--- src/rtl/ctrl_defs.svh ---
`ifndef CTRL_DEFS_SVH
`define CTRL_DEFS_SVH

// Instruction field width (opcode and funct)
`define CTRL_FIELD_W 6

// Datapath select widths
`define CTRL_SEL2_W 2
`define CTRL_SEL3_W 3
`define CTRL_SEL4_W 4

// Fixed memory latencies, in cycles
`define CTRL_FETCH_WAIT 3
`define CTRL_MEM_WAIT 2
`define CTRL_VEC_WAIT 2

// Wait timer width
`define CTRL_WAIT_W 3

`endif

--- src/rtl/ctrl_pkg.sv ---
`default_nettype none

`include "ctrl_defs.svh"

package ctrl_pkg;

    typedef enum logic [4:0] {
        ST_INIT_SP, ST_FETCH_WAIT, ST_FETCH, ST_DECODE, ST_DISPATCH,
        ST_ALU, ST_ALU_WRITE, ST_SLT, ST_SLT_WRITE, ST_LUI,
        ST_MEM_ADDR, ST_MEM_READ, ST_LOAD_SELECT, ST_LOAD_WRITE, ST_STORE,
        ST_JUMP, ST_JAL, ST_LINK, ST_JR, ST_RTE,
        ST_EXC_VECTOR, ST_EXC_ENTER
    } ctrl_state_e;

    typedef enum logic [`CTRL_FIELD_W-1:0] {
        R_TYPE = 6'h00,
        J      = 6'h02,
        JAL    = 6'h03,
        ADDI   = 6'h08,
        ADDIU  = 6'h09,
        SLTI   = 6'h0a,
        LUI    = 6'h0f,
        LB     = 6'h20,
        LH     = 6'h21,
        LW     = 6'h23,
        SB     = 6'h28,
        SH     = 6'h29,
        SW     = 6'h2b
    } opcode_e;

    typedef enum logic [`CTRL_FIELD_W-1:0] {
        JR  = 6'h08,
        RTE = 6'h13,
        ADD = 6'h20,
        SUB = 6'h22,
        AND = 6'h24,
        SLT = 6'h2a
    } funct_e;

    // Also the MDR and store-merge select code
    typedef enum logic [1:0] {
        SIZE_WORD = 2'd0,
        SIZE_HALF = 2'd1,
        SIZE_BYTE = 2'd2
    } mem_size_e;

    typedef enum logic [1:0] {
        CAUSE_OPCODE   = 2'd0,
        CAUSE_OVERFLOW = 2'd1
    } exc_cause_e;

endpackage

`default_nettype wire

--- src/rtl/decode_if.sv ---
`default_nettype none

`include "ctrl_defs.svh"

interface decode_if;
    ctrl_pkg::ctrl_state_e   entry_state;
    logic [`CTRL_SEL3_W-1:0] alu_op;   // 1 add, 2 sub, 3 and
    ctrl_pkg::mem_size_e     mem_size;
    logic                    is_store;
    logic                    trap_ov;
    logic                    use_imm;  // Immediate operand, rt destination

    modport decoder (output entry_state, alu_op, mem_size, is_store, trap_ov, use_imm);
    modport sequencer (input entry_state, mem_size, is_store, trap_ov);
    modport outputs (input alu_op, mem_size, use_imm);
endinterface

`default_nettype wire

--- src/rtl/instr_decoder.sv ---
`default_nettype none

`include "ctrl_defs.svh"

module instr_decoder (
    input  wire logic [`CTRL_FIELD_W-1:0] opcode,
    input  wire logic [`CTRL_FIELD_W-1:0] funct,
    decode_if.decoder                     dec
);

    always_comb begin
        // Anything not listed below traps as an illegal opcode
        dec.entry_state = ctrl_pkg::ST_EXC_VECTOR;
        dec.alu_op      = 3'd0;
        dec.mem_size    = ctrl_pkg::SIZE_WORD;
        dec.is_store    = 1'b0;
        dec.trap_ov     = 1'b0;
        dec.use_imm     = 1'b0;

        case (opcode)
            ctrl_pkg::R_TYPE: begin
                case (funct)
                    ctrl_pkg::ADD: begin
                        dec.entry_state = ctrl_pkg::ST_ALU;
                        dec.alu_op      = 3'd1;
                        dec.trap_ov     = 1'b1;
                    end
                    ctrl_pkg::SUB: begin
                        dec.entry_state = ctrl_pkg::ST_ALU;
                        dec.alu_op      = 3'd2;
                        dec.trap_ov     = 1'b1;
                    end
                    ctrl_pkg::AND: begin
                        dec.entry_state = ctrl_pkg::ST_ALU;
                        dec.alu_op      = 3'd3;
                    end
                    ctrl_pkg::SLT: dec.entry_state = ctrl_pkg::ST_SLT;
                    ctrl_pkg::JR:  dec.entry_state = ctrl_pkg::ST_JR;
                    ctrl_pkg::RTE: dec.entry_state = ctrl_pkg::ST_RTE;
                    default: ;
                endcase
            end
            ctrl_pkg::ADDI, ctrl_pkg::ADDIU: begin
                dec.entry_state = ctrl_pkg::ST_ALU;
                dec.alu_op      = 3'd1;
                dec.use_imm     = 1'b1;
                dec.trap_ov     = (opcode == ctrl_pkg::ADDI); // addiu never traps
            end
            ctrl_pkg::SLTI: begin
                dec.entry_state = ctrl_pkg::ST_SLT;
                dec.use_imm     = 1'b1;
            end
            ctrl_pkg::LUI: begin
                dec.entry_state = ctrl_pkg::ST_LUI;
                dec.use_imm     = 1'b1;
            end
            ctrl_pkg::LW, ctrl_pkg::LH, ctrl_pkg::LB,
            ctrl_pkg::SW, ctrl_pkg::SH, ctrl_pkg::SB: begin
                dec.entry_state = ctrl_pkg::ST_MEM_ADDR;
                dec.use_imm     = 1'b1;
                dec.is_store    = opcode[3];
                if (opcode[1:0] == 2'b00)
                    dec.mem_size = ctrl_pkg::SIZE_BYTE;
                else if (opcode[1:0] == 2'b01)
                    dec.mem_size = ctrl_pkg::SIZE_HALF;
            end
            ctrl_pkg::J:   dec.entry_state = ctrl_pkg::ST_JUMP;
            ctrl_pkg::JAL: dec.entry_state = ctrl_pkg::ST_JAL;
            default: ;
        endcase
    end

endmodule

`default_nettype wire

--- src/rtl/wait_timer.sv ---
`default_nettype none

`include "ctrl_defs.svh"

module wait_timer (
    input  wire logic                   clk,
    input  wire logic                   reset,
    input  wire logic                   start,   // First cycle of the wait
    input  wire logic [`CTRL_WAIT_W-1:0] cycles,
    output logic                        done
);

    logic [`CTRL_WAIT_W-1:0] count; // Cycles left, including the current one

    always_ff @(posedge clk) begin
        if (reset) begin
            count <= '0;
        end else if (start) begin
            count <= cycles - 1'b1;
        end else if (count != '0) begin
            count <= count - 1'b1;
        end
    end

    // A one-cycle wait finishes in its start cycle
    assign done = start ? (cycles == `CTRL_WAIT_W'(1)) : (count == `CTRL_WAIT_W'(1));

endmodule

`default_nettype wire

--- src/rtl/ctrl_sequencer.sv ---
`default_nettype none

`include "ctrl_defs.svh"

module ctrl_sequencer (
    input  wire logic                    clk,
    input  wire logic                    reset,
    input  wire logic                    ov,
    decode_if.sequencer                  dec,
    output logic                         wait_start,
    output logic [`CTRL_WAIT_W-1:0]      wait_cycles,
    input  wire logic                    wait_done,
    output ctrl_pkg::ctrl_state_e        state,
    output ctrl_pkg::exc_cause_e         cause
);

    ctrl_pkg::ctrl_state_e next_state;
    logic                  enter_wait;
    logic                  trap;

    assign trap = ov && dec.trap_ov;

    always_comb begin
        next_state = state;
        case (state)
            ctrl_pkg::ST_INIT_SP:     next_state = ctrl_pkg::ST_FETCH_WAIT;
            ctrl_pkg::ST_FETCH_WAIT: begin
                if (wait_done)
                    next_state = ctrl_pkg::ST_FETCH;
            end
            ctrl_pkg::ST_FETCH:       next_state = ctrl_pkg::ST_DECODE;
            ctrl_pkg::ST_DECODE:      next_state = ctrl_pkg::ST_DISPATCH;
            ctrl_pkg::ST_DISPATCH:    next_state = dec.entry_state;
            ctrl_pkg::ST_ALU: begin
                next_state = trap ? ctrl_pkg::ST_EXC_VECTOR : ctrl_pkg::ST_ALU_WRITE;
            end
            ctrl_pkg::ST_SLT:         next_state = ctrl_pkg::ST_SLT_WRITE;
            ctrl_pkg::ST_MEM_ADDR: begin
                // Word stores skip the read, partial stores merge into the old word
                if (dec.is_store && dec.mem_size == ctrl_pkg::SIZE_WORD)
                    next_state = ctrl_pkg::ST_STORE;
                else
                    next_state = ctrl_pkg::ST_MEM_READ;
            end
            ctrl_pkg::ST_MEM_READ: begin
                if (wait_done)
                    next_state = dec.is_store ? ctrl_pkg::ST_STORE : ctrl_pkg::ST_LOAD_SELECT;
            end
            ctrl_pkg::ST_LOAD_SELECT: next_state = ctrl_pkg::ST_LOAD_WRITE;
            ctrl_pkg::ST_JAL:         next_state = ctrl_pkg::ST_LINK;
            ctrl_pkg::ST_EXC_VECTOR: begin
                if (wait_done)
                    next_state = ctrl_pkg::ST_EXC_ENTER;
            end
            default:                  next_state = ctrl_pkg::ST_FETCH_WAIT; // Last step
        endcase
    end

    assign enter_wait = (next_state != state) &&
                        (next_state == ctrl_pkg::ST_FETCH_WAIT ||
                         next_state == ctrl_pkg::ST_MEM_READ ||
                         next_state == ctrl_pkg::ST_EXC_VECTOR);

    // Length of the wait that is running now
    always_comb begin
        case (state)
            ctrl_pkg::ST_FETCH_WAIT: wait_cycles = `CTRL_WAIT_W'(`CTRL_FETCH_WAIT);
            ctrl_pkg::ST_MEM_READ:   wait_cycles = `CTRL_WAIT_W'(`CTRL_MEM_WAIT);
            default:                 wait_cycles = `CTRL_WAIT_W'(`CTRL_VEC_WAIT);
        endcase
    end

    always_ff @(posedge clk) begin
        if (reset) begin
            state      <= ctrl_pkg::ST_INIT_SP;
            wait_start <= 1'b0;
            cause      <= ctrl_pkg::CAUSE_OPCODE;
        end else begin
            state      <= next_state;
            wait_start <= enter_wait; // High in the first wait cycle
            if (state == ctrl_pkg::ST_DISPATCH &&
                dec.entry_state == ctrl_pkg::ST_EXC_VECTOR)
                cause <= ctrl_pkg::CAUSE_OPCODE;
            else if (state == ctrl_pkg::ST_ALU && trap)
                cause <= ctrl_pkg::CAUSE_OVERFLOW;
        end
    end

endmodule

`default_nettype wire

--- src/rtl/ctrl_outputs.sv ---
`default_nettype none

`include "ctrl_defs.svh"

module ctrl_outputs (
    input  wire ctrl_pkg::ctrl_state_e state,
    input  wire ctrl_pkg::exc_cause_e  cause,
    input  wire logic               lt,
    decode_if.outputs               dec,
    output logic                    pc_write,
    output logic                    branch,
    output logic                    mem_wr,
    output logic                    ir_write,
    output logic                    a_write,
    output logic                    b_write,
    output logic                    alu_reg_write,
    output logic                    epc_write,
    output logic                    reg_write,
    output logic [`CTRL_SEL2_W-1:0] reg_dst,
    output logic [`CTRL_SEL2_W-1:0] except,
    output logic [`CTRL_SEL2_W-1:0] mem_to_mdr,
    output logic [`CTRL_SEL2_W-1:0] b_to_c,
    output logic [`CTRL_SEL2_W-1:0] alu_src_a,
    output logic [`CTRL_SEL3_W-1:0] i_or_d,
    output logic [`CTRL_SEL3_W-1:0] alu_src_b,
    output logic [`CTRL_SEL3_W-1:0] alu_op,
    output logic [`CTRL_SEL3_W-1:0] pc_src,
    output logic [`CTRL_SEL4_W-1:0] mem_to_reg
);

    logic [`CTRL_SEL2_W-1:0] dst_sel;  // rd for R-type, rt for immediate forms
    logic [`CTRL_SEL3_W-1:0] opb_sel;

    assign dst_sel = dec.use_imm ? 2'd0 : 2'd1;
    assign opb_sel = dec.use_imm ? 3'd2 : 3'd0;

    always_comb begin
        pc_write      = 1'b0;
        branch        = 1'b0;
        mem_wr        = 1'b0;
        ir_write      = 1'b0;
        a_write       = 1'b0;
        b_write       = 1'b0;
        alu_reg_write = 1'b0;
        epc_write     = 1'b0;
        reg_write     = 1'b0;
        reg_dst       = 2'd0;
        except        = 2'd0;
        mem_to_mdr    = 2'd0;
        b_to_c        = 2'd0;
        alu_src_a     = 2'd0;
        i_or_d        = 3'd0;
        alu_src_b     = 3'd0;
        alu_op        = 3'd0;
        pc_src        = 3'd0;
        mem_to_reg    = 4'd0;

        case (state)
            ctrl_pkg::ST_INIT_SP: begin // Stack top into sp
                reg_write  = 1'b1;
                reg_dst    = 2'd2;
                mem_to_reg = 4'd4;
            end
            ctrl_pkg::ST_FETCH_WAIT: begin
                alu_src_b = 3'd1;
                alu_op    = 3'd1;   // PC + 4
            end
            ctrl_pkg::ST_FETCH: begin
                pc_write  = 1'b1;
                ir_write  = 1'b1;
                alu_src_b = 3'd1;
                alu_op    = 3'd1;
            end
            ctrl_pkg::ST_DECODE: begin
                a_write   = 1'b1;
                b_write   = 1'b1;
                alu_src_b = 3'd1;
                alu_op    = 3'd1;
            end
            ctrl_pkg::ST_ALU: begin
                alu_src_a     = 2'd1;
                alu_src_b     = opb_sel;
                alu_op        = dec.alu_op;
                alu_reg_write = 1'b1;
            end
            ctrl_pkg::ST_ALU_WRITE: begin
                reg_write = 1'b1;
                reg_dst   = dst_sel;
            end
            ctrl_pkg::ST_SLT: begin
                alu_src_a = 2'd1;
                alu_src_b = opb_sel;
            end
            ctrl_pkg::ST_SLT_WRITE: begin
                alu_op     = 3'd7;  // Compare
                reg_write  = 1'b1;
                reg_dst    = dst_sel;
                mem_to_reg = lt ? 4'd6 : 4'd5;
            end
            ctrl_pkg::ST_LUI: begin
                reg_write  = 1'b1;
                mem_to_reg = 4'd8;
            end
            ctrl_pkg::ST_MEM_ADDR: begin
                alu_src_a     = 2'd1;
                alu_src_b     = 3'd2;
                alu_op        = 3'd1;
                alu_reg_write = 1'b1;
            end
            ctrl_pkg::ST_MEM_READ:    i_or_d     = 3'd1;
            ctrl_pkg::ST_LOAD_SELECT: mem_to_mdr = dec.mem_size;
            ctrl_pkg::ST_LOAD_WRITE: begin
                reg_write  = 1'b1;
                mem_to_reg = 4'd1;
            end
            ctrl_pkg::ST_STORE: begin
                mem_wr = 1'b1;
                i_or_d = 3'd1;
                b_to_c = dec.mem_size;
            end
            ctrl_pkg::ST_JUMP: begin
                pc_write = 1'b1;
                branch   = 1'b1;
                pc_src   = 3'd2;
            end
            ctrl_pkg::ST_JAL:  alu_reg_write = 1'b1; // Return address
            ctrl_pkg::ST_LINK: begin
                reg_write = 1'b1;
                reg_dst   = 2'd3;
                pc_write  = 1'b1;
                branch    = 1'b1;
                pc_src    = 3'd2;
            end
            ctrl_pkg::ST_JR: begin
                alu_src_a = 2'd1;
                pc_write  = 1'b1;
                branch    = 1'b1;
            end
            ctrl_pkg::ST_RTE: begin
                pc_write = 1'b1;
                pc_src   = 3'd4; // From EPC
            end
            ctrl_pkg::ST_EXC_VECTOR: begin
                except    = cause;
                i_or_d    = 3'd2;
                alu_src_b = 3'd1;
                alu_op    = 3'd2;   // PC - 4 for EPC
            end
            ctrl_pkg::ST_EXC_ENTER: begin
                epc_write = 1'b1;
                pc_write  = 1'b1;
                pc_src    = 3'd3;
            end
            default: ;
        endcase
    end

endmodule

`default_nettype wire

--- src/rtl/control_unit.sv ---
`default_nettype none

`include "ctrl_defs.svh"

module control_unit (
    input  wire logic                     clk,
    input  wire logic                     reset,
    input  wire logic                     ov,
    input  wire logic                     lt,
    input  wire logic [`CTRL_FIELD_W-1:0] opcode,
    input  wire logic [`CTRL_FIELD_W-1:0] funct,
    output logic                          pc_write,
    output logic                          branch,
    output logic                          mem_wr,
    output logic                          ir_write,
    output logic                          a_write,
    output logic                          b_write,
    output logic                          alu_reg_write,
    output logic                          epc_write,
    output logic                          reg_write,
    output logic [`CTRL_SEL2_W-1:0]       reg_dst,
    output logic [`CTRL_SEL2_W-1:0]       except,
    output logic [`CTRL_SEL2_W-1:0]       mem_to_mdr,
    output logic [`CTRL_SEL2_W-1:0]       b_to_c,
    output logic [`CTRL_SEL2_W-1:0]       alu_src_a,
    output logic [`CTRL_SEL3_W-1:0]       i_or_d,
    output logic [`CTRL_SEL3_W-1:0]       alu_src_b,
    output logic [`CTRL_SEL3_W-1:0]       alu_op,
    output logic [`CTRL_SEL3_W-1:0]       pc_src,
    output logic [`CTRL_SEL4_W-1:0]       mem_to_reg
);

    ctrl_pkg::ctrl_state_e   state;
    ctrl_pkg::exc_cause_e    cause;
    logic                    wait_start;
    logic [`CTRL_WAIT_W-1:0] wait_cycles;
    logic                    wait_done;

    decode_if dec ();

    instr_decoder i_decoder (
        .opcode (opcode),
        .funct  (funct),
        .dec    (dec.decoder)
    );

    wait_timer i_timer (
        .clk    (clk),
        .reset  (reset),
        .start  (wait_start),
        .cycles (wait_cycles),
        .done   (wait_done)
    );

    ctrl_sequencer i_sequencer (
        .clk         (clk),
        .reset       (reset),
        .ov          (ov),
        .dec         (dec.sequencer),
        .wait_start  (wait_start),
        .wait_cycles (wait_cycles),
        .wait_done   (wait_done),
        .state       (state),
        .cause       (cause)
    );

    ctrl_outputs i_outputs (
        .state         (state),
        .cause         (cause),
        .lt            (lt),
        .dec           (dec.outputs),
        .pc_write      (pc_write),
        .branch        (branch),
        .mem_wr        (mem_wr),
        .ir_write      (ir_write),
        .a_write       (a_write),
        .b_write       (b_write),
        .alu_reg_write (alu_reg_write),
        .epc_write     (epc_write),
        .reg_write     (reg_write),
        .reg_dst       (reg_dst),
        .except        (except),
        .mem_to_mdr    (mem_to_mdr),
        .b_to_c        (b_to_c),
        .alu_src_a     (alu_src_a),
        .i_or_d        (i_or_d),
        .alu_src_b     (alu_src_b),
        .alu_op        (alu_op),
        .pc_src        (pc_src),
        .mem_to_reg    (mem_to_reg)
    );

endmodule

`default_nettype wire

--- config.mk ---
export PLATFORM = sky130hd
export DESIGN_NAME = control_unit
export DESIGN_NICKNAME = d
export VERILOG_FILES = /design/src/rtl/ctrl_pkg.sv /design/src/rtl/decode_if.sv /design/src/rtl/instr_decoder.sv /design/src/rtl/wait_timer.sv /design/src/rtl/ctrl_sequencer.sv /design/src/rtl/ctrl_outputs.sv /design/src/rtl/control_unit.sv
export VERILOG_INCLUDE_DIRS = /design/src /design/src/rtl
export SDC_FILE = /design/constraint.sdc
export NUM_CORES = 1
export LEC_CHECK = 0
export BUFFER_PORTS_ARGS = -buffer_cell sky130_fd_sc_hd__buf_2
export CORE_UTILIZATION = 50
export CTS_BUF_LIST = sky130_fd_sc_hd__clkbuf_8
export CTS_CLUSTER_SIZE = 20
export DETAILED_ROUTE_END_ITERATION = 16
export GPL_ROUTABILITY_DRIVEN = 0
export PLACE_DENSITY_LB_ADDON = 0.25
export SLEW_MARGIN = 0
export SYNTH_ARGS = -nofsm -noshare
export SYNTH_HDL_FRONTEND = slang
export SYNTH_HIERARCHICAL = 1
export SYNTH_SLANG_ARGS = --single-unit
--- constraint.sdc ---
create_clock -name clk -period 3.5 [get_ports clk]
set_clock_uncertainty 0.2 [all_clocks]
set_input_delay 0.175 -clock clk [delete_from_list [all_inputs] [get_ports clk]]
set_output_delay 0.175 -clock clk [all_outputs]
set_load 0.02 [all_outputs]
# After elaboration in Yosys (flattened, before gate mapping)
# Cells that the tools add are included.
dict set report totals {
  elab_cells 126
  reg_bits 10
  inputBits 16
  out_inout_bits 35
}
dict set report classes {
  eq_ne 47
  add_sub_neg 2
  reduce_logical 30
  n_mux 43
}
# operator count
set op_table {}
lappend op_table {{$eq 6x6->1 const B} 10}
lappend op_table {{$pmux 5 s11} 1}
lappend op_table {{$eq 5x4->1 const B} 9}
lappend op_table {{$eq 5x5->1 const B} 8}
lappend op_table {{$pmux 5 s7} 1}
lappend op_table {{$eq 6x4->1 const B} 5}
lappend op_table {{$eq 5x3->1 const B} 4}
lappend op_table {{$mux 5} 4}
lappend op_table {{$pmux 5 s4} 1}
lappend op_table {{$pmux 3 s3} 2}
lappend op_table {{$reduce_or 6->1} 3}
lappend op_table {{$mux 1} 17}
lappend op_table {{$pmux 4 s4} 1}
lappend op_table {{$mux 2} 7}
lappend op_table {{$reduce_or 2->1} 7}
lappend op_table {{$eq 6x2->1 const B} 2}
lappend op_table {{$pmux 2 s3} 2}
lappend op_table {{$pmux 3 s4} 1}
lappend op_table {{$reduce_or 4->1} 3}
lappend op_table {{$eq 5x1->1 const B} 2}
lappend op_table {{$eq 5x2->1 const B} 2}
lappend op_table {{$reduce_or 10->1} 1}
lappend op_table {{$mux 3} 3}
lappend op_table {{$reduce_or 3->1} 3}
lappend op_table {{15 further kinds} 23}

# Longest topological paths before layout
# Gate-level depths: netlist of the first run.
dict set report depth {
  word_depth 12
  mapped_depth 11
  depth_no_buf 10
}

# By module
# The synthesis of the first run kept the hierarchy.
# mod cells_per_inst area_per_inst_um2 n_inst seq_area_each_um2
set by_module_without_submodules {}
lappend by_module_without_submodules {ctrl_sequencer 75 630.6 1 140.1}
lappend by_module_without_submodules {ctrl_outputs 95 545.5 1 0.0}
lappend by_module_without_submodules {instr_decoder 76 467.9 1 0.0}
lappend by_module_without_submodules {wait_timer 30 277.8 1 60.1}

# Worst setup path before layout of the first run
# OpenSTA, ideal clock, no wires.
dict set report synth_path {
  path_kind {input port to flip-flop}
  start {in funct[1]}
  end {reg i_sequencer.wait_start}
  arrival_time_ns 2.176
  cell_stages 8
  setup_ns 0.103
  path_slack_ns 1.021
  path_buffers 0
  required_ns 3.197
  cell_sequence {or4b_1 nand2_1 a21oi_1 a211o_1 a221oi_1 o31ai_1 or3b_1 a2111oi_2}
}
dict set report synth_via {
  word_cells_on_any_way 22
  classes_between {eq/ne (10); mux (6); reduce/logical (6)}
}
# element line_no
set synth_lines {}
lappend synth_lines {{start, declared} control_unit.sv:11} ;# input wire logic [`CTRL_FIELD_W-1:0] funct,
lappend synth_lines {{$eq 6x6->1} instr_decoder.sv:22} ;# case (funct)
lappend synth_lines {{$reduce_or 3->1 (no line)} n/a}
lappend synth_lines {{$pmux 5 s4 *} instr_decoder.sv:22}
lappend synth_lines {{$pmux 5 s7 *} instr_decoder.sv:20} ;# case (opcode)
lappend synth_lines {{named net dec.entry_state[2]} decode_if.sv:6} ;# ctrl_pkg::ctrl_state_e entry_state;
lappend synth_lines {{$pmux 5 s11 *} ctrl_sequencer.sv:25} ;# case (state)
lappend synth_lines {{$eq 5x1->1 / $eq 5x4->1 (equally long branches)} {ctrl_sequencer.sv:60, ctrl_sequencer.sv:61}}
lappend synth_lines {{$logic_or 1x1->1} ctrl_sequencer.sv:60} ;# (next_state == ctrl_pkg::ST_FETCH_WAIT ||
lappend synth_lines {{$logic_or 1x1->1} ctrl_sequencer.sv:61} ;# next_state == ctrl_pkg::ST_MEM_READ ||
lappend synth_lines {{$logic_and 1x1->1 *} ctrl_sequencer.sv:59} ;# assign enter_wait = (next_state != state) &&
lappend synth_lines {{end signal, assigned} ctrl_sequencer.sv:80} ;# wait_start <= enter_wait;
lappend synth_lines {{end, declared} ctrl_sequencer.sv:10} ;# output logic wait_start,
# Mark *: on every way through the listed nets, which the timed path passes. The rest lies on a longest branch.
# A chain may end at the register's enable or synchronous reset.

# Final worst setup path of the first run
dict set report layout_path {
  start {reg i_sequencer.state[3]}
  end {out mem_to_reg[1]}
}
dict set report layout_via {
  elab_chain_cells 2
  word_cells_on_any_way 5
  classes_between {eq/ne (3); mux (1); reduce/logical (1)}
}
# element line_no
set layout_rtl {}
lappend layout_rtl {{start, declared} ctrl_sequencer.sv:13} ;# output ctrl_pkg::ctrl_state_e state,
lappend layout_rtl {{start signal, assigned} ctrl_sequencer.sv:75} ;# state <= ctrl_pkg::ST_INIT_SP;
lappend layout_rtl {{start signal, assigned} ctrl_sequencer.sv:79} ;# state <= next_state;
lappend layout_rtl {{$eq 5x4->1 / $logic_not 5->1 (equally long branches)} ctrl_outputs.sv:58} ;# case (state)
lappend layout_rtl {{$pmux 4 s4 *} ctrl_outputs.sv:58}
lappend layout_rtl {{end, declared} control_unit.sv:30} ;# output logic [`CTRL_SEL4_W-1:0] mem_to_reg
# Mark *: on every way between the ends. The rest lies on a longest branch, timed or not.

==> impl_metrics.yaml, run 1 <==
logic_synthesis:
  synth-xor-area-share: 0.0319
  synthSimpleGateAreaFrac: 0.444
  synthMuxAreaShare: 0.0156
  dominantRegCellSynth: "dfxtp_1"
  yosysWarnings: 6
  synth_top_family_by_area: "simple AND/OR/NAND/NOR gates"
  yosysSeqAreaShare: 0.104
  ys_types: 64
  yosys.area.top_type_share: 0.104
  synth_compound_area_frac: 0.231
  netlist_top_cells_area: "dfxtp_1 (10%), nor2_1 (6.1%), nor3_1 (4.7%)"
  yosysTopAreaCell: "dfxtp_1"
  syn_inst: 276
  ys_seq_elements: 10
  synth-edff-count: 0
  syn_avg_cell_area_um2: 6.96
  syn_area_um2: 1920
  yosys.area_share.adder: 0.0326
  async_reset_ff_frac: 0
clock_tree:
  clk_pin_slew_ns: 0.05
  cts.sinks: 10
  h-tree-depth: 1
  cts_tree: "done"
  cts-resized-gates: 0
  root_buffer: "clkbuf_8"
  worst_skew_pair.late_latency_ns: 0.23
  clock_path_buffers: 2
  postCtsSetupRepairBufs: 0
  cts_buffers: 3
  hold_buffers: 0
detailed_routing:
  drt_iter0_drc: 206
  dr.pass1.iters: 6
  vias: 2059
  routed_wl_mm: 4.55
  routed_via_density: 5.90
  wl_per_cell_um: 13.0
  drc: 0
  ant_nets: 0
power:
  p_leak_nw: 0.884
  ir_drop_v: 0.000153
  p_per_area_nw_per_um2: 408
  total_power_mw: 0.851
place:
  hpwl_mm: 3.35
  numPortBuffers: 46
worst_setup_path:
  cp-startpoint: "i_sequencer/state[3]"
  critical_path_class: "flip-flop to primary output"
  cp-start-kind: "flip-flop"
  slowest_delay_ns: 0.88
  arrival_ns: 2.22
  crit_slowest_cell: "dfxtp_1"
  critPathTopFamily: "flip-flops"
  cp_data_required_time_ns: 3.12
  critPathBufInv: 2
  end_kind: "primary output"
  r2r_start: "i_sequencer/state[4]"
  worst-path-max-fanout: 29
  crit_chain: "inv_1 -> or3_4 -> nor3b_2 -> buf_2"
die:
  num_rows: 22
  dieArea_um2: 4100
  die-width_um: 64.0
  ioPinCount: 51
  coreArea_um2: 3660
  initial_core_util: 0.525
  die_h_um: 64.0
global_routing:
  grt_overflow: 0
  grt_pass1_wl_mm: 7.67
  grt_start_max_net_pins: 30
  grt_usage: 0.229
  grt_pass1_vias: 1779
  antenna_found_initial: 0
sta:
  fin_tns_setup_ns: 0
  finalHoldViolations: 0
  timing.max_slew.rel_slack: 0.390
  finalCriticalPeriod_ns: 2.59
  max_freq_mhz: 385
  tightestPinTransition_ns: 0.914
  setup_viol: 0
  grt_setup_unrepaired: "no"
  slew_violations: 0
  post-route-period-util: 0.741
final_layout:
  mostFrequentLayoutCell: "buf_2"
  antenna_cells: 0
  drive_gt1_frac: 0.243
  nets: 323
  layout.cells.most_common_list: "buf_2 (46), nor2_1 (31), nand2_1 (20)"
  syn2layout_area_growth_pct: 8.59
status:
  status: "finished clean"
worst_hold_path:
  min_from: "reset"
  hp-class: "input port to flip-flop"
job:
  maxCapViolCount: 0
-- state kept, by name, summed over array words and instances, names as in the netlist --
signal and count:
i_timer/count 3, i_sequencer/cause 1, i_sequencer/state 5, i_sequencer/wait_start 1
-- layer usage --
metal | global-route usage | routed length (µm) | up-vias | part of all wire
met3 | 0.0268 | 225 | 2 | 0.049
met5 | 0 | 0 | - | 0
met1 | 0.309 | 2130 | 945 | 0.47
met4 | 0.0511 | 17 | 0 | 0.0037
met2 | 0.387 | 2170 | 71 | 0.48
li1 | - | - | 1041 | -
-- synth_stat cells (all sizes together), types with 2 or more instances --
master,instances
a2111oi,3
a211oi,4
a21oi,17
a221oi,3
a22oi,2
a31oi,5
and2,4
and2b,3
and3,3
and4b,3
and4bb,2
buf,25
clkbuf,6
conb,4
dfxtp,10
ha,5
inv,11
mux2i,3
nand2,20
nand2b,5
nand3,7
nand3b,2
nand4b,3
nor2,31
nor2b,8
nor3,19
nor3b,8
nor4,6
nor4b,3
o211ai,4
o21ai,9
o221ai,2
o22ai,2
o31ai,4
or2,2
or3,6
or3b,3
or4b,2
xnor2,4
xor2,3
-- logic make-up (layout without fill, tap and decap cells) --
family / count (synthesis) / in the layout
and+or+nand+nor: 144 / 144
other: 4 / 7
xor gates and xnor gates: 7 / 7
muxes: 3 / 3
AOI/OAI and AO/OA: 61 / 61
adders and majority gates: 5 / 5
buffers and inverters: 42 / 64
DFF: 10 / 10
-- through the flow --
| step | worst slack, ns | area (µm²) | hold slack, ns | util | cells |
|---|---|---|---|---|---|
| final | 0.905 | 2090 | 0.0727 | 0.570 | 349 |
| after floorplan | 1.02 | 1930 | 0.0396 | - | 279 |
| after global routing | 0.754 | 2090 | 0.0734 | 0.570 | 349 |
| after detailed placement | 0.737 | 2030 | 0.307 | 0.555 | 345 |
| after CTS | 0.911 | 2090 | 0.0615 | 0.570 | 349 |
| after global placement | 0.766 | 2030 | 0.300 | 0.555 | 345 |
-- power by group --
group / internal, mW / leakage, nW / switching [mW]
clock network: 0.0987 / 0.0288 / 0.0432
registers: 0.143 / 0.0821 / 0.0607
logic: 0.209 / 0.774 / 0.296
-- area by class of cell --
cell class | instances | area [µm²]
fillers | 361 | 1570
multi-input cells | 227 | 1480
repair buffers | 49 | 253
flip-flops and latches | 10 | 200
well taps | 48 | 60.1
clock buffers | 4 | 55.1
inverters | 11 | 41.3
-- final timing paths --
path,to,slack [ns],depth (start not counted)
hold reg to reg,i_sequencer/cause[0],0.37,2
setup / recovery,mem_to_reg[1],0.91,4
hold / removal,i_sequencer/state[1],0.07,2
setup reg to reg,i_timer/count[1],0.91,5
Power figures use the tool's default switching activity.
==> inputs of run 2 (changes only) <==
ABC_AREA = 1   (was default)
CORE_UTILIZATION = 49   (was 50)
clock period = 2.25 ns   (was 3.5 ns; I/O delays follow)
==> run 2 against run 1 <==
  * Sequential power up 50%
  * Setup slack worse by 0.71 ns
  * Clock power increased by 23%
  * Critical endpoint is now mem_to_reg[0]
  * Critical path type unchanged
  * Critical path depth up 1
  * First-iteration DRC count is 26% lower
==> impl_metrics.yaml, run 2 <==
status:
  status: "finished clean"
final_layout:
  antenna_cells: 0
  largest_reg_flops: 5
  nets: 410
  syn2layout_area_growth_pct: 16.3
  top_regs: "i_sequencer/state x5, i_timer/count x3"
  mostFrequentLayoutCell: "nand2_1"
  max_flop_register: "i_sequencer/state"
  final_util: 0.604
  drive_gt1_frac: 0.196
  layout.cells.most_common_list: "nand2_1 (75), inv_1 (62), nor2_1 (61)"
die:
  initial_core_util: 0.520
  die-width_um: 62.2
  die_h_um: 62.2
  num_rows: 21
  dieArea_um2: 3870
  coreArea_um2: 3420
  ioPinCount: 51
sta:
  slew_violations: 0
  setup_slack_ns: 0.197
  setup_viol: 0
  post-route-period-util: 0.912
  finalHoldViolations: 0
  fin_tns_setup_ns: 0
  max_freq_mhz: 487
  timing.max_slew.rel_slack: 0.652
  grt_setup_unrepaired: "no"
  whs_ns: 0.179
  tightestPinTransition_ns: 0.521
  finalCriticalPeriod_ns: 2.05
detailed_routing:
  ant_nets: 0
  dr.pass1.iters: 5
  routed_wl_mm: 4.42
  routed_via_density: 5.07
  vias: 2195
  drc: 0
  drt_iter0_drc: 153
  wl_per_cell_um: 10.2
global_routing:
  grt_pass1_wl_mm: 7.64
  antenna_found_initial: 0
  grt_start_max_net_pins: 15
  grt_overflow: 0
  grt_pass1_vias: 1848
  grt_usage: 0.233
logic_synthesis:
  synth-edff-count: 0
  syn_avg_cell_area_um2: 5.19
  synth.most_common_cell: "nand2_1"
  dominantRegCellSynth: "dfxtp_1"
  async_reset_ff_frac: 0
  yosysTopAreaCell: "nand2_1"
  syn_inst: 342
  ys_seq_elements: 10
  yosysSeqAreaShare: 0.113
  yosysWarnings: 6
  ys_types: 28
  netlist_top_cells_area: "nand2_1 (16%), nand3_1 (15%), inv_1 (13%)"
  yosys-top-cells-count: "nand2_1 (75), inv_1 (62), nor2_1 (61)"
  yosys.area.top_type_share: 0.159
  syn_area_um2: 1780
worst_hold_path:
  hp-class: "input port to flip-flop"
clock_tree:
  cts-resized-gates: 0
  cts_tree: "done"
  postCtsSetupRepairBufs: 0
  clk_pin_slew_ns: 0.04
  root_buffer: "clkbuf_8"
  clock_path_buffers: 2
  cts_buffers: 3
  worst_skew_pair.late_latency_ns: 0.23
  h-tree-depth: 1
  cts.sinks: 10
worst_setup_path:
  cp-start-kind: "flip-flop"
  worst-path-max-fanout: 13
  critical_path_class: "flip-flop to primary output"
  cp_data_required_time_ns: 1.94
  arrival_ns: 1.74
  end_kind: "primary output"
power:
  p_leak_nw: 1.30
  total_power_mw: 1.39
  ir_drop_v: 0.000677
  p_per_area_nw_per_um2: 674
place:
  hpwl_mm: 3.63
  place_ws_ns: 0.244
  numPortBuffers: 46
job:
  maxCapViolCount: 0
-- run 2: metal layers --
| metal | global-route usage | share of wire |
|---|---|---|
| met1 | 0.313 | 0.46 |
| met4 | 0.0291 | 0.0063 |
| met3 | 0.0294 | 0.085 |
| met2 | 0.407 | 0.45 |
| met5 | 0 | 0 |
-- run 2: final cells by class --
class	count	area, µm²
clock buffer	3	41.3
fill	359	1350
inverter	67	251
multi-input combinational	257	1250
sequential	10	200
tap	46	57.6
timing repair buffer	50	263
-- run 2: cells by family (layout without fill, tap and decap cells) --
logic type | Yosys count | in the layout | synth area share
AND/OR/NAND/NOR | 228 | 228 | 0.599
XOR/XNOR | 1 | 1 | 0.00493
flip-flops | 10 | 10 | 0.113
adder cells (fa/ha/maj) | 5 | 5 | 0.0352
other | 4 | 7 | 0.00845
AO/OA/AOI/OAI | 16 | 16 | 0.0507
buffers and inverters | 78 | 120 | 0.189
-- run 2: what timing repair did --
| action | in CTS | in global routing |
|---|---|---|
| hold endpoints to repair | 5 | 0 |
| hold buffers | 1 | 0 |
| endpoints found under the setup margin | 0 | 0 |
-- run 2: metrics by stage --
| step | instance area [µm²] | std cells |
|---|---|---|
| global route | 2060 | 433 |
| CTS | 2060 | 433 |
| finish | 2060 | 433 |
| global placement | 2010 | 429 |
| floorplan | 1790 | 345 |
| detailed placement | 2010 | 429 |
-- run 2: final timing paths --
path | from | to | slack [ns] | depth (start not counted)
worst max-delay path | i_sequencer/state[0] | mem_to_reg[0] | 0.20 | 5
worst min-delay path | ov | i_sequencer/cause[0] | 0.18 | 5
worst max register to register | i_sequencer/state[0] | i_timer/count[1] | 0.20 | 11
worst min register to register | i_sequencer/cause[0] | i_sequencer/cause[0] | 0.32 | 2
-- run 2: worst max-delay path, cell delays in order, from the launching register on --
cell	delay [ns]
dfxtp_1	0.64
nand2_1	0.11
nor2_1	0.32
inv_1	0.10
o22ai_1	0.16
buf_2	0.18
-- run 2: where the power goes --
part | switching (mW) | internal [mW] | total, mW
Clock | 0.0588 | 0.116 | 0.175
Combinational | 0.606 | 0.303 | 0.909
Sequential | 0.0845 | 0.222 | 0.307
Total | 0.749 | 0.642 | 1.39
==> inputs of run 3 (changes only) <==
PLACE_DENSITY = 0.82   (was default)
PLACE_DENSITY_LB_ADDON = default   (was 0.25)
==> run 3 against run 2 <==
  * Flip-flop and latch count unchanged
  * Fmax decreased by 0.93%
  * Die area unchanged
  * Largest power group unchanged
  * Setup slack lost 0.019 ns
  * Global-route usage grew 0.55 points
  * Final area is 0.36% lower
  * Hold slack lost 0.023 ns
  * Clock power is essentially flat
  * First-iteration DRC count up 0.65%
  * Utilization fell by 0.22 points
  * Power grew 0.29%
==> impl_metrics.yaml, run 3 (synthesis results as in run 2) <==
status:
  status: "finished clean"
sta:
  tightestPinTransition_ns: 0.498
  grt_setup_unrepaired: "no"
  max_freq_mhz: 483
  setup_slack_ns: 0.178
  finalCriticalPeriod_ns: 2.07
  fin_tns_setup_ns: 0
  finalHoldViolations: 0
  post-route-period-util: 0.921
  slew_violations: 0
  setup_viol: 0
  timing.max_slew.rel_slack: 0.667
clock_tree:
  clk_pin_slew_ns: 0.04
  root_buffer: "clkbuf_8"
  cts-resized-gates: 0
  cts.sinks: 10
  cts_buffers: 3
  worst_skew_pair.late_latency_ns: 0.23
  postCtsSetupRepairBufs: 0
  clock_path_buffers: 2
  cts_tree: "done"
  h-tree-depth: 1
  hold_buffers: 1
power:
  ir_drop_v: 0.000753
  p_per_area_nw_per_um2: 678
  p_leak_nw: 1.30
  total_power_mw: 1.39
final_layout:
  antenna_cells: 0
  fillers: 360
  nets: 409
  max_flop_register: "i_sequencer/state"
  stdcell_count: 432
  top_regs: "i_sequencer/state x5, i_timer/count x3"
  drive_gt1_frac: 0.194
  multiInputGateArea_um2: 1250
  seqCellArea_um2: 200
  layout.cells.most_common_list: "nand2_1 (75), inv_1 (62), nor2_1 (61)"
  syn2layout_area_growth_pct: 15.9
  largest_reg_flops: 5
  final_util: 0.602
  mostFrequentLayoutCell: "nand2_1"
worst_setup_path:
  cp_data_required_time_ns: 1.94
  crit_slowest_cell: "dfxtp_1"
  end_kind: "primary output"
  slowest_delay_ns: 0.50
  cp-startpoint: "i_sequencer/state[2]"
  worst-path-max-fanout: 9
  arrival_ns: 1.76
  crit_chain: "buf_4 -> inv_1 -> nor2_4 -> nand3_1 -> nand4_1 -> buf_2"
  cp-start-kind: "flip-flop"
  r2r_start: "i_sequencer/state[0]"
  critical_path_class: "flip-flop to primary output"
place:
  numPortBuffers: 46
  place_ws_ns: 0.270
  hpwl_mm: 3.59
  placed_cells: 428
die:
  ioPinCount: 51
  initial_core_util: 0.520
  coreArea_um2: 3420
  die-width_um: 62.2
  dieArea_um2: 3870
  num_rows: 21
  die_h_um: 62.2
detailed_routing:
  ant_nets: 0
  drt_iter0_drc: 154
  routed_via_density: 5.10
  dr.pass1.iters: 4
  routed_wl_mm: 4.46
  drc: 0
  wl_per_cell_um: 10.3
  vias: 2203
global_routing:
  grt_start_max_net_pins: 15
  antenna_found_initial: 0
  grt_pass1_vias: 1890
  grt_overflow: 0
  grt_pass1_wl_mm: 7.85
  grt_usage: 0.239
worst_hold_path:
  min_from: "ov"
  hp-class: "input port to flip-flop"
job:
  maxCapViolCount: 0
run 3: cell types whose count changed in the layout (fill, tap and decap cells not counted), sizes merged:
cell / change
buf: -1
run 3: worst max-delay path: cells and delay by family, from the launching register on:
kind,cells,cell delay (ns)
AND/OR/NAND/NOR,3,0.54
flip-flops,1,0.50
buffers and inverters,3,0.49
run 3: through the flow:
stage	cell area (µm²)	hold slack, ns
global placement	2010	0.207
floorplan	1790	-0.0184
detailed placement	2010	0.209
global route	2060	0.179
finish	2060	0.155
CTS	2060	0.157
run 3: per-layer routing:
metal,up-vias,track usage,share of wire
met4,0,0.0640,0.016
met1,931,0.320,0.47
met5,-,0,0
met3,8,0.0221,0.066
li1,1156,-,-
met2,108,0.407,0.45
run 3: path summary, 6_finish.rpt:
| check | to | slack, ns | cells after the start |
|---|---|---|---|
| max reg2reg | i_timer/count[1] | 0.22 | 11 |
| max | alu_src_b[0] | 0.18 | 6 |
| min reg2reg | i_sequencer/cause[0] | 0.31 | 2 |
| min | i_sequencer/cause[0] | 0.16 | 5 |
run 3: power breakdown:
part / internal [mW] / total [mW] / switching, mW
logic: 0.303 / 0.916 / 0.613
clock network: 0.116 / 0.176 / 0.0597
registers: 0.222 / 0.304 / 0.0812
total: 0.641 / 1.39 / 0.754
run 3: cell type report:
class	count	share of cell area
Clock buffer	3	0.0201
Inverter	67	0.122
Multi-Input combinational cell	257	0.608
Sequential cell	10	0.0973
Tap cell	46	0.0280
Timing Repair Buffer	49	0.124
